File: config.mk
export PLATFORM = sky130hd
export DESIGN_NAME = rv_core_top
export DESIGN_NICKNAME = d
export VERILOG_FILES = /design/src/logic/rv_pkg.sv /design/src/logic/exe_ctrl_if.sv /design/src/logic/fetch_unit.sv /design/src/logic/rv_controller.sv /design/src/logic/reg_file.sv /design/src/logic/imm_gen.sv /design/src/logic/execute_unit.sv /design/src/logic/rv_core_top.sv
export SDC_FILE = /design/constraint.sdc
export NUM_CORES = 2
export LEC_CHECK = 0
export BUFFER_PORTS_ARGS = -buffer_cell sky130_fd_sc_hd__buf_4
export CORE_AREA = 2 2 393 492
export CTS_CLUSTER_DIAMETER = 40
export CTS_CLUSTER_SIZE = 24
export DETAILED_ROUTE_END_ITERATION = 10
export DIE_AREA = 0 0 395 494
export SETUP_SLACK_MARGIN = 0.2
export SLEW_MARGIN = 25
export SYNTH_ARGS = -nofsm -noshare
export SYNTH_HDL_FRONTEND = slang
export SYNTH_SLANG_ARGS = --single-unit
File: constraint.sdc
create_clock -name clk -period 14.2 [get_ports clk]
set_input_delay 2.13 -clock clk [delete_from_list [all_inputs] [get_ports clk]]
set_output_delay 2.13 -clock clk [all_outputs]
set_load 0.05 [all_outputs]
File: src/logic/rv_pkg.sv
`default_nettype none

package rv_pkg;

    localparam int XLEN       = 32;
    localparam int REG_ADDR_W = 5;

    // Major opcodes handled by the core
    localparam logic [6:0] OP_REG    = 7'b0110011;
    localparam logic [6:0] OP_IMM    = 7'b0010011;
    localparam logic [6:0] OP_LUI    = 7'b0110111;
    localparam logic [6:0] OP_JAL    = 7'b1101111;
    localparam logic [6:0] OP_BRANCH = 7'b1100011;

    typedef enum logic [3:0] {
        ALU_ADD,
        ALU_SUB,
        ALU_SLL,
        ALU_SLT,
        ALU_SLTU,
        ALU_XOR,
        ALU_SRL,
        ALU_SRA,
        ALU_OR,
        ALU_AND
    } alu_op_e;

    typedef enum logic {
        FWD_REG,  // Value read in decode
        FWD_WB    // Value in write-back
    } fwd_sel_e;

    // ====================
    // Instruction formats
    // ====================
    typedef struct packed {
        logic [6:0]            funct7;
        logic [REG_ADDR_W-1:0] rs2;
        logic [REG_ADDR_W-1:0] rs1;
        logic [2:0]            funct3;
        logic [REG_ADDR_W-1:0] rd;
        logic [6:0]            opcode;
    } r_fmt_t;

    typedef struct packed {
        logic [11:0]           imm;
        logic [REG_ADDR_W-1:0] rs1;
        logic [2:0]            funct3;
        logic [REG_ADDR_W-1:0] rd;
        logic [6:0]            opcode;
    } i_fmt_t;

    typedef struct packed {
        logic [19:0]           imm;
        logic [REG_ADDR_W-1:0] rd;
        logic [6:0]            opcode;
    } u_fmt_t;

    typedef struct packed {
        logic                  imm12;
        logic [5:0]            imm10_5;
        logic [REG_ADDR_W-1:0] rs2;
        logic [REG_ADDR_W-1:0] rs1;
        logic [2:0]            funct3;
        logic [3:0]            imm4_1;
        logic                  imm11;
        logic [6:0]            opcode;
    } b_fmt_t;

    typedef struct packed {
        logic                  imm20;
        logic [9:0]            imm10_1;
        logic                  imm11;
        logic [7:0]            imm19_12;
        logic [REG_ADDR_W-1:0] rd;
        logic [6:0]            opcode;
    } j_fmt_t;

    typedef union packed {
        r_fmt_t r_fmt;
        i_fmt_t i_fmt;
        u_fmt_t u_fmt;
        b_fmt_t b_fmt;
        j_fmt_t j_fmt;
    } rv_inst_u;

endpackage

`default_nettype wire

File: src/logic/exe_ctrl_if.sv
`default_nettype none

interface exe_ctrl_if import rv_pkg::*; ();

    // Control for the instruction now in execute
    alu_op_e  alu_op;
    logic     alu_src_imm;   // Operand b from immediate
    logic     is_lui;
    logic     is_jal;
    logic     is_branch;
    logic     branch_ne;     // BNE when set, else BEQ
    logic     valid;

    fwd_sel_e fwd_a;
    fwd_sel_e fwd_b;

    logic     flush;         // Redirect, kills the two younger slots
    logic     branch_taken;

    modport ctrl (
        output alu_op, alu_src_imm, is_lui, is_jal, is_branch, branch_ne, valid,
        output fwd_a, fwd_b, flush,
        input  branch_taken
    );

    modport exe (
        input  alu_op, alu_src_imm, is_lui, is_jal, is_branch, branch_ne, valid,
        input  fwd_a, fwd_b,
        output branch_taken
    );

endinterface

`default_nettype wire

File: src/logic/fetch_unit.sv
`default_nettype none

module fetch_unit import rv_pkg::*; #(
    parameter logic [XLEN-1:0] RESET_PC = '0
) (
    input  logic            clk,
    input  logic            arst_n_i,
    input  logic            flush_i,
    input  logic [XLEN-1:0] redirect_pc_i,
    output logic [XLEN-1:0] imem_addr_o,
    input  logic [XLEN-1:0] imem_data_i,
    output rv_inst_u        inst_id_o,
    output logic [XLEN-1:0] pc_id_o
);

    localparam logic [XLEN-1:0] NOP_INST = 32'h0000_0013;  // ADDI x0, x0, 0

    logic [XLEN-1:0] pc_q;
    rv_inst_u        inst_q;
    logic [XLEN-1:0] pc_id_q;

    always_ff @(posedge clk or negedge arst_n_i) begin
        if (!arst_n_i) begin
            pc_q <= RESET_PC;
        end else if (flush_i) begin
            pc_q <= redirect_pc_i;
        end else begin
            pc_q <= pc_q + XLEN'(4);
        end
    end

    // Fetch/decode register
    always_ff @(posedge clk or negedge arst_n_i) begin
        if (!arst_n_i) begin
            inst_q <= NOP_INST;
        end else begin
            inst_q <= flush_i ? NOP_INST : imem_data_i;  // Squash wrong-path fetch
        end
    end

    always_ff @(posedge clk) begin
        pc_id_q <= pc_q;
    end

    assign imem_addr_o = pc_q;
    assign inst_id_o   = inst_q;
    assign pc_id_o     = pc_id_q;

    // Redirect targets come from execute
    a_pc_aligned: assert property (@(posedge clk) disable iff (!arst_n_i)
        pc_q[1:0] == 2'b00);

endmodule

`default_nettype wire

File: src/logic/rv_controller.sv
`default_nettype none

module rv_controller import rv_pkg::*; (
    input  logic                  clk,
    input  logic                  arst_n_i,
    input  rv_inst_u              inst_id_i,
    output logic [REG_ADDR_W-1:0] rs1_o,
    output logic [REG_ADDR_W-1:0] rs2_o,
    output logic [REG_ADDR_W-1:0] wb_rd_o,
    output logic                  wb_valid_o,
    exe_ctrl_if.ctrl              ex_bus
);

    logic [6:0]            opcode;
    logic [2:0]            funct3;
    logic [REG_ADDR_W-1:0] rd_dec;

    alu_op_e               dec_alu_op;
    logic                  dec_src_imm;
    logic                  dec_lui;
    logic                  dec_jal;
    logic                  dec_branch;
    logic                  dec_valid;
    logic                  dec_we;

    logic                  we_ex_q;   // Execute stage writes rd
    logic [REG_ADDR_W-1:0] rd_ex_q;
    logic [REG_ADDR_W-1:0] rs1_ex_q;
    logic [REG_ADDR_W-1:0] rs2_ex_q;
    logic                  wb_valid_q;
    logic [REG_ADDR_W-1:0] wb_rd_q;

    function automatic alu_op_e alu_from_funct3(input logic [2:0] f3, input logic alt);
        case (f3)
            3'b000:  return alt ? ALU_SUB : ALU_ADD;
            3'b001:  return ALU_SLL;
            3'b010:  return ALU_SLT;
            3'b011:  return ALU_SLTU;
            3'b100:  return ALU_XOR;
            3'b101:  return alt ? ALU_SRA : ALU_SRL;
            3'b110:  return ALU_OR;
            default: return ALU_AND;
        endcase
    endfunction

    // ====================
    // Decode
    // ====================
    assign opcode = inst_id_i.r_fmt.opcode;
    assign funct3 = inst_id_i.r_fmt.funct3;
    assign rd_dec = inst_id_i.r_fmt.rd;
    assign rs1_o  = inst_id_i.r_fmt.rs1;
    assign rs2_o  = inst_id_i.r_fmt.rs2;

    always_comb begin
        dec_alu_op  = ALU_ADD;
        dec_src_imm = 1'b0;
        dec_lui     = 1'b0;
        dec_jal     = 1'b0;
        dec_branch  = 1'b0;
        dec_valid   = 1'b0;
        dec_we      = 1'b0;
        case (opcode)
            OP_REG: begin
                dec_valid  = 1'b1;
                dec_we     = 1'b1;
                dec_alu_op = alu_from_funct3(funct3, inst_id_i.r_fmt.funct7[5]);
            end
            OP_IMM: begin
                dec_valid   = 1'b1;
                dec_we      = 1'b1;
                dec_src_imm = 1'b1;
                // Only SRAI uses imm[10] as a selector
                dec_alu_op  = alu_from_funct3(funct3,
                                  (funct3 == 3'b101) & inst_id_i.i_fmt.imm[10]);
            end
            OP_LUI: begin
                dec_valid = 1'b1;
                dec_we    = 1'b1;
                dec_lui   = 1'b1;
            end
            OP_JAL: begin
                dec_valid = 1'b1;
                dec_we    = 1'b1;
                dec_jal   = 1'b1;
            end
            OP_BRANCH: begin
                dec_valid  = (funct3[2:1] == 2'b00);  // BEQ and BNE only
                dec_branch = 1'b1;
            end
            default: ;
        endcase
    end

    // ====================
    // Stage registers
    // ====================
    always_ff @(posedge clk or negedge arst_n_i) begin
        if (!arst_n_i) begin
            ex_bus.valid       <= 1'b0;
            ex_bus.alu_op      <= ALU_ADD;
            ex_bus.alu_src_imm <= 1'b0;
            ex_bus.is_lui      <= 1'b0;
            ex_bus.is_jal      <= 1'b0;
            ex_bus.is_branch   <= 1'b0;
            ex_bus.branch_ne   <= 1'b0;
            we_ex_q            <= 1'b0;
            wb_valid_q         <= 1'b0;
        end else begin
            ex_bus.valid       <= dec_valid & ~ex_bus.flush;  // Kill on redirect
            ex_bus.alu_op      <= dec_alu_op;
            ex_bus.alu_src_imm <= dec_src_imm;
            ex_bus.is_lui      <= dec_lui;
            ex_bus.is_jal      <= dec_jal;
            ex_bus.is_branch   <= dec_branch;
            ex_bus.branch_ne   <= funct3[0];
            we_ex_q            <= dec_we & (rd_dec != '0) & ~ex_bus.flush;
            wb_valid_q         <= ex_bus.valid & we_ex_q;
        end
    end

    always_ff @(posedge clk) begin
        rd_ex_q  <= rd_dec;
        rs1_ex_q <= rs1_o;
        rs2_ex_q <= rs2_o;
        wb_rd_q  <= rd_ex_q;
    end

    // Forward when write-back targets an execute source
    assign ex_bus.fwd_a = (wb_valid_q && wb_rd_q != '0 && wb_rd_q == rs1_ex_q) ? FWD_WB : FWD_REG;
    assign ex_bus.fwd_b = (wb_valid_q && wb_rd_q != '0 && wb_rd_q == rs2_ex_q) ? FWD_WB : FWD_REG;

    assign ex_bus.flush = ex_bus.branch_taken;
    assign wb_valid_o   = wb_valid_q;
    assign wb_rd_o      = wb_rd_q;

    // The slot behind a redirect reaches execute dead
    a_flush_valid: assert property (@(posedge clk) disable iff (!arst_n_i)
        ex_bus.flush |=> !ex_bus.valid);

endmodule

`default_nettype wire

File: src/logic/reg_file.sv
`default_nettype none

module reg_file import rv_pkg::*; (
    input  logic                  clk,
    input  logic                  arst_n_i,
    input  logic [REG_ADDR_W-1:0] rs1_i,
    input  logic [REG_ADDR_W-1:0] rs2_i,
    input  logic                  wb_valid_i,
    input  logic [REG_ADDR_W-1:0] wb_rd_i,
    input  logic [XLEN-1:0]       wb_data_i,
    output logic [XLEN-1:0]       rdata1_o,
    output logic [XLEN-1:0]       rdata2_o
);

    logic [XLEN-1:0] regs [2**REG_ADDR_W];

    // Read with write-through from the same cycle
    function automatic logic [XLEN-1:0] read_port(input logic [REG_ADDR_W-1:0] addr);
        if (addr == '0) begin
            return '0;
        end
        if (wb_valid_i && wb_rd_i == addr) begin
            return wb_data_i;
        end
        return regs[addr];
    endfunction

    always_ff @(posedge clk or negedge arst_n_i) begin
        if (!arst_n_i) begin
            for (int i = 0; i < 2**REG_ADDR_W; i++) begin
                regs[i] <= '0;
            end
        end else if (wb_valid_i && wb_rd_i != '0) begin
            regs[wb_rd_i] <= wb_data_i;  // x0 stays zero
        end
    end

    assign rdata1_o = read_port(rs1_i);
    assign rdata2_o = read_port(rs2_i);

    // Controller never presents a write to x0
    a_no_x0_write: assert property (@(posedge clk) disable iff (!arst_n_i)
        wb_valid_i |-> wb_rd_i != '0);

endmodule

`default_nettype wire

File: src/logic/imm_gen.sv
`default_nettype none

module imm_gen import rv_pkg::*; (
    input  rv_inst_u        inst_i,
    output logic [XLEN-1:0] imm_o
);

    always_comb begin
        case (inst_i.r_fmt.opcode)
            OP_IMM: begin
                imm_o = {{20{inst_i.i_fmt.imm[11]}}, inst_i.i_fmt.imm};
            end
            OP_LUI: begin
                imm_o = {inst_i.u_fmt.imm, 12'b0};
            end
            OP_BRANCH: begin
                imm_o = {{19{inst_i.b_fmt.imm12}}, inst_i.b_fmt.imm12,
                         inst_i.b_fmt.imm11, inst_i.b_fmt.imm10_5,
                         inst_i.b_fmt.imm4_1, 1'b0};
            end
            OP_JAL: begin
                imm_o = {{11{inst_i.j_fmt.imm20}}, inst_i.j_fmt.imm20,
                         inst_i.j_fmt.imm19_12, inst_i.j_fmt.imm11,
                         inst_i.j_fmt.imm10_1, 1'b0};
            end
            default: imm_o = '0;  // R-type has no immediate
        endcase
    end

endmodule

`default_nettype wire

File: src/logic/execute_unit.sv
`default_nettype none

module execute_unit import rv_pkg::*; (
    input  logic                  clk,
    input  logic                  arst_n_i,
    exe_ctrl_if.exe               ex_bus,
    input  logic [XLEN-1:0]       pc_id_i,
    input  logic [XLEN-1:0]       rdata1_i,
    input  logic [XLEN-1:0]       rdata2_i,
    input  logic [XLEN-1:0]       imm_i,
    input  logic [REG_ADDR_W-1:0] wb_rd_i,
    output logic [XLEN-1:0]       redirect_pc_o,
    output logic [XLEN-1:0]       wb_data_o
);

    logic [XLEN-1:0] pc_q;
    logic [XLEN-1:0] rs1_val_q;
    logic [XLEN-1:0] rs2_val_q;
    logic [XLEN-1:0] imm_q;
    logic [XLEN-1:0] wb_data_q;

    logic [XLEN-1:0] wb_fwd;
    logic [XLEN-1:0] op_a;
    logic [XLEN-1:0] rs2_fwd;
    logic [XLEN-1:0] op_b;
    logic [XLEN-1:0] alu_res;
    logic [XLEN-1:0] result;
    logic            src_equal;

    // Operands from decode
    always_ff @(posedge clk) begin
        pc_q      <= pc_id_i;
        rs1_val_q <= rdata1_i;
        rs2_val_q <= rdata2_i;
        imm_q     <= imm_i;
    end

    // ====================
    // Forwarding
    // ====================
    assign wb_fwd  = (wb_rd_i != '0) ? wb_data_q : '0;  // x0 never forwards a value
    assign op_a    = (ex_bus.fwd_a == FWD_WB) ? wb_fwd : rs1_val_q;
    assign rs2_fwd = (ex_bus.fwd_b == FWD_WB) ? wb_fwd : rs2_val_q;
    assign op_b    = ex_bus.alu_src_imm ? imm_q : rs2_fwd;

    // ====================
    // ALU
    // ====================
    always_comb begin
        case (ex_bus.alu_op)
            ALU_ADD:  alu_res = op_a + op_b;
            ALU_SUB:  alu_res = op_a - op_b;
            ALU_SLL:  alu_res = op_a << op_b[4:0];
            ALU_SLT:  alu_res = {{(XLEN-1){1'b0}}, $signed(op_a) < $signed(op_b)};
            ALU_SLTU: alu_res = {{(XLEN-1){1'b0}}, op_a < op_b};
            ALU_XOR:  alu_res = op_a ^ op_b;
            ALU_SRL:  alu_res = op_a >> op_b[4:0];
            ALU_SRA:  alu_res = $unsigned($signed(op_a) >>> op_b[4:0]);
            ALU_OR:   alu_res = op_a | op_b;
            default:  alu_res = op_a & op_b;
        endcase
    end

    always_comb begin
        if (ex_bus.is_lui) begin
            result = imm_q;
        end else if (ex_bus.is_jal) begin
            result = pc_q + XLEN'(4);  // Link value
        end else begin
            result = alu_res;
        end
    end

    // Branch resolution, BNE inverts the compare
    assign src_equal           = (op_a == rs2_fwd);
    assign ex_bus.branch_taken = ex_bus.valid &
                                 (ex_bus.is_jal |
                                  (ex_bus.is_branch & (src_equal ^ ex_bus.branch_ne)));
    assign redirect_pc_o       = pc_q + imm_q;

    // Execute/write-back register
    always_ff @(posedge clk or negedge arst_n_i) begin
        if (!arst_n_i) begin
            wb_data_q <= '0;
        end else begin
            wb_data_q <= result;
        end
    end

    assign wb_data_o = wb_data_q;

    a_alu_op_known: assert property (@(posedge clk) disable iff (!arst_n_i)
        ex_bus.valid |-> !$isunknown(ex_bus.alu_op));

endmodule

`default_nettype wire

File: src/logic/rv_core_top.sv
`default_nettype none

module rv_core_top import rv_pkg::*; #(
    parameter logic [XLEN-1:0] RESET_PC = '0
) (
    input  logic                  clk,
    input  logic                  arst_n_i,

    // Instruction memory, combinational read
    output logic [XLEN-1:0]       imem_addr_o,
    input  logic [XLEN-1:0]       imem_data_i,

    // Retire port
    output logic                  retire_valid_o,
    output logic [REG_ADDR_W-1:0] retire_rd_o,
    output logic [XLEN-1:0]       retire_data_o
);

    exe_ctrl_if ex_bus ();

    rv_inst_u              inst_id;
    logic [XLEN-1:0]       pc_id;
    logic [REG_ADDR_W-1:0] rs1;
    logic [REG_ADDR_W-1:0] rs2;
    logic [XLEN-1:0]       rdata1;
    logic [XLEN-1:0]       rdata2;
    logic [XLEN-1:0]       imm;
    logic [XLEN-1:0]       redirect_pc;

    // Write-back bus
    logic                  wb_valid;
    logic [REG_ADDR_W-1:0] wb_rd;
    logic [XLEN-1:0]       wb_data;

    fetch_unit #(
        .RESET_PC (RESET_PC)
    ) fetch_unit_i (
        .clk           (clk),
        .arst_n_i      (arst_n_i),
        .flush_i       (ex_bus.flush),
        .redirect_pc_i (redirect_pc),
        .imem_addr_o   (imem_addr_o),
        .imem_data_i   (imem_data_i),
        .inst_id_o     (inst_id),
        .pc_id_o       (pc_id)
    );

    rv_controller rv_controller_i (
        .clk        (clk),
        .arst_n_i   (arst_n_i),
        .inst_id_i  (inst_id),
        .rs1_o      (rs1),
        .rs2_o      (rs2),
        .wb_rd_o    (wb_rd),
        .wb_valid_o (wb_valid),
        .ex_bus     (ex_bus.ctrl)
    );

    reg_file reg_file_i (
        .clk        (clk),
        .arst_n_i   (arst_n_i),
        .rs1_i      (rs1),
        .rs2_i      (rs2),
        .wb_valid_i (wb_valid),
        .wb_rd_i    (wb_rd),
        .wb_data_i  (wb_data),
        .rdata1_o   (rdata1),
        .rdata2_o   (rdata2)
    );

    imm_gen imm_gen_i (
        .inst_i (inst_id),
        .imm_o  (imm)
    );

    execute_unit execute_unit_i (
        .clk           (clk),
        .arst_n_i      (arst_n_i),
        .ex_bus        (ex_bus.exe),
        .pc_id_i       (pc_id),
        .rdata1_i      (rdata1),
        .rdata2_i      (rdata2),
        .imm_i         (imm),
        .wb_rd_i       (wb_rd),
        .redirect_pc_o (redirect_pc),
        .wb_data_o     (wb_data)
    );

    assign retire_valid_o = wb_valid;
    assign retire_rd_o    = wb_rd;
    assign retire_data_o  = wb_data;

endmodule

`default_nettype wire

==> out/qor.log <==
INFO  final_layout   area_delta_synth_final=11.8%
INFO  global_route   overflow=0
INFO  power          peakVddDrop=0.127mV
INFO  cts            clock_tree.htree_level_count=4
INFO  routing        drt_first_iter_violations=5543
INFO  final_layout   layout.area.seq=32000um^2
INFO  sta            final.min_clock_period=6.71ns
INFO  logic_synthesis post_synthesis_instance_total=5957
INFO  floorplanning  fp-row-count=179
INFO  logic_synthesis number_of_flops_mapped_to_enable_cells_by_yosys=0
INFO  floorplanning  num_io_pins=104
INFO  global_route   groute.usage.overall=28.4%
INFO  place          post_dp_cell_area=79100um^2
INFO  final_layout   design.final.nets=5979
INFO  sta            setup_violations=0
INFO  floorplanning  core_area=190000um^2
INFO  place          post-dp-hpwl=178000um
INFO  final_layout   multi_input_area=41500um^2
INFO  cts            clkLatencyLatePin=0.82ns
INFO  sta            skew=0.0438ns
INFO  setup_path     worstPathMaxFanout=32
INFO  power          power.density_cell_area=104nW/um^2
INFO  floorplanning  chipHeight=494um
INFO  logic_synthesis seq_area_frac_synth=42.2%
INFO  logic_synthesis synth-seq-cells=1312
INFO  cts            cts-buffers-inserted=152
INFO  cts            clock-root-buffer=clkbuf_16
INFO  cts            cts_hold_buffers=0
INFO  floorplanning  initial_core_util=39.8%
INFO  routing        post-route-drc-count=0
INFO  sta            slew_viol_final=0
INFO  routing        drt_wl_total=280000um
INFO  setup_path     crit_type=register to register
INFO  power          power.static_leakage=38.3nW
INFO  setup_path     worst-endpoint-arrival=7.38ns
INFO  final_layout   final_cell_area=84700um^2
INFO  global_route   grt_util_met1=35.4%
INFO  cts            clkTransAtPathRegs=0.07ns
INFO  cts            clock_tree_from_tritoncts=yes
INFO  logic_synthesis yosys_warnings=0
INFO  cts            cts_sinks=1312
INFO  sta            final.period_utilization=47.3%
INFO  run_status     outcome=finished, final reports clean
INFO  routing        detail-route-antenna-nets=0
INFO  setup_path     critical_path.startpoint_type=register
INFO  floorplanning  floorplan.die.width=395um
INFO  sta            endpoints_failing_hold=0
INFO  logic_synthesis synthArstFlopShare=86.3%
INFO  global_route   grt_first_pass_wirelength=403000um
INFO  final_layout   fillCellCount=17300
INFO  sta            worstMarginPinSlew=1.26ns
INFO  min_path       hold_path_class=register to register
INFO  routing        detail_route.wl_per_cell=33.0um
INFO  sta            maximum_achievable_frequency=149MHz
INFO  global_route   layer_with_the_highest_usage=met2
INFO  routing        detailroute.via_count=53800
INFO  power          total_power_after_layout=8.77mW
INFO  global_route   grt.met3_usage=4.54%
INFO  global_route   grt_pass1_vias=54400
INFO  sta            worst_slew_margin_rel=16.2%
INFO  logic_synthesis synthesis.area_per_instance=12.7um^2
INFO  place          gp_congestion=1.02
INFO  global_route   maximum_number_of_pins_on_one_net_before_global_route_repair=178
INFO  setup_path     critPathCaptureType=register
INFO  sta            whs=0.318ns
INFO  routing        firstDrtPassIters=6
INFO  sta            final.setup.tns=0ns
INFO  cts            cts_resized=0
INFO  setup_path     worstPathRequired=14.87ns
INFO  logic_synthesis synth_top_flop_cell=dfrtp_1
INFO  global_route   antenna_found_initial=8
INFO  floorplanning  die_area=195000um^2
INFO  job            timing.max_cap.violations=0
INFO  logic_synthesis synth.net_count=6124
INFO  cts            clock_path_buffers=3
INFO  logic_synthesis synthDistinctLibCells=99
INFO  sta            rsz0062_at_grt=false
INFO  place          port-buffer-count=103
INFO  global_route   groute.layer.met2.usage=47.1%
INFO  routing        drt-vias-per-instance=6.34
INFO  final_layout   final_core_util=44.5%
INFO  logic_synthesis synthesis.area=75700um^2
INFO  final_layout   post_route_cells_drive_above_1_share=38.9%
INFO  cts            cts.repair_timing.setup_buffer_count=0
[cells in the mapped netlist, types with 27 or more instances]
cell,number,area (um^2)
xnor2_1,94,823
mux4_2,555,12500
nor3_1,61,305
mux2_2,1093,12300
a211oi_1,92,691
dfxtp_1,180,3600
o211ai_1,40,300
dfrtp_1,1129,28300
and2_1,51,319
o22ai_1,51,319
a22oi_1,31,233
a21oi_1,188,941
clkbuf_1,413,1550
o221ai_1,27,236
nand2_1,236,886
ha_1,130,1630
buf_1,106,398
mux2i_1,285,2850
a21o_1,42,315
o21ai_0,143,716
inv_1,80,300
nand3_1,69,345
xor2_1,54,473
nor2_1,263,987
nand2b_1,52,325
a221oi_1,46,403
[cell families (layout without fill, tap and decap cells)]
kind of cell	count (synthesis)	count (layout)	synth area share, %
flops	1312	1312	42.2
buf+inv	664	650	3.49
other cells	0	4	0
xor+xnor	148	148	1.71
fa+ha+maj	133	133	2.23
mux	1961	1961	37.1
simple gates	883	883	5.58
compound gates	856	856	7.70
[worst max-delay path, stage by stage, from the launching register on]
cell and delay (ns):
dfxtp_1 0.71, xnor2_1 0.19, nand3_1 0.15, nor4_4 0.27, buf_4 0.64, mux2i_1 0.66, inv_1 0.18, ha_1 0.28
inv_1 0.09, fa_1 0.20, nor2_1 0.07, o311a_1 0.37, a221o_1 0.42, a211o_1 0.37, a211o_1 0.35, a21oi_1 0.45
o21ai_1 0.24, a31oi_1 0.34, xnor2_1 0.12, a221oi_1 0.31, o21ai_1 0.12
[layout by cell type, fill, tap and decap left out, types with 20 or more instances in the layout]
cell,instances
dfrtp_1,1116
mux2_2,1093
mux4_2,555
mux2i_1,285
nor2_1,248
buf_4,245
nand2_1,222
a21oi_1,188
dfxtp_1,180
clkbuf_16,154
o21ai_0,142
ha_1,130
xnor2_1,94
a211oi_1,92
inv_1,79
nand3_1,64
nor3_1,54
xor2_1,53
nand2b_1,51
o22ai_1,51
and2_1,50
a221oi_1,46
a21o_1,42
o211ai_1,40
a22oi_1,31
inv_6,29
o221ai_1,27
a31oi_1,23
nand4_1,22
nor4_1,21
nor2b_1,20
and3_1,20
[registers in the layout (all words and copies together), names as in the netlist, 32 cells and up]
signal / flops
execute_unit_i.wb_data_o: 32
fetch_unit_i.imem_addr_o: 32
execute_unit_i.imm_q: 32
fetch_unit_i.inst_id_o: 32
fetch_unit_i.pc_id_o: 32
execute_unit_i.rs1_val_q: 32
reg_file_i.regs: 1024
execute_unit_i.rs2_val_q: 32
execute_unit_i.pc_q: 32
[through the flow]
step / std cells / setup WS (ns)
6_report: 8481 / 7.49
3_3_place_gp: 8188 / 7.76
4_1_cts: 8474 / 7.68
2_1_floorplan: 5957 / 8.53
5_1_grt: 8478 / 7.26
3_5_place_dp: 8189 / 7.71
[path summary, 6_finish.rpt]
| check | startpoint | to | slack, ns | cells past startpoint |
|---|---|---|---|---|
| setup / recovery | rv_controller_i.wb_rd_o[4] | execute_unit_i.wb_data_o[28] | 7.49 | 20 |
| hold / removal | fetch_unit_i.pc_id_o[11] | execute_unit_i.pc_q[11] | 0.32 | 0 |
| setup reg to reg | rv_controller_i.wb_rd_o[4] | execute_unit_i.wb_data_o[28] | 7.49 | 20 |
| hold reg to reg | fetch_unit_i.pc_id_o[11] | execute_unit_i.pc_q[11] | 0.32 | 0 |
| max in group asynchronous | arst_n_i | reg_file_i.regs[534] | 9.82 | 5 |
| min in group asynchronous | arst_n_i | fetch_unit_i.imem_addr_o[23] | 1.29 | 1 |
[layout make-up]
| class | count | area share [%] |
|---|---|---|
| Antenna cell | 4 | 0.0118 |
| Clock buffer | 175 | 4.79 |
| Multi-Input combinational cell | 3981 | 49.0 |
| Timing Repair Buffer | 261 | 2.56 |
| Clock inverter | 110 | 1.68 |
| Inverter | 104 | 0.477 |
| Sequential cell | 1312 | 37.8 |
| Tap cell | 2534 | 3.74 |
[per-layer routing]
metal	share of wire, %	wire, um
met5	0.0079	22
met4	6.7	18700
met1	39	108000
met2	48	135000
met3	6.4	17900
[report_power, final]
part           internal, mW  switching (mW)  total (mW)
Sequential             3.78          0.0683        3.84
Clock                  2.41            1.82        4.23
Combinational         0.218           0.478       0.695
No activity file was read; power rests on OpenSTA's default activity.
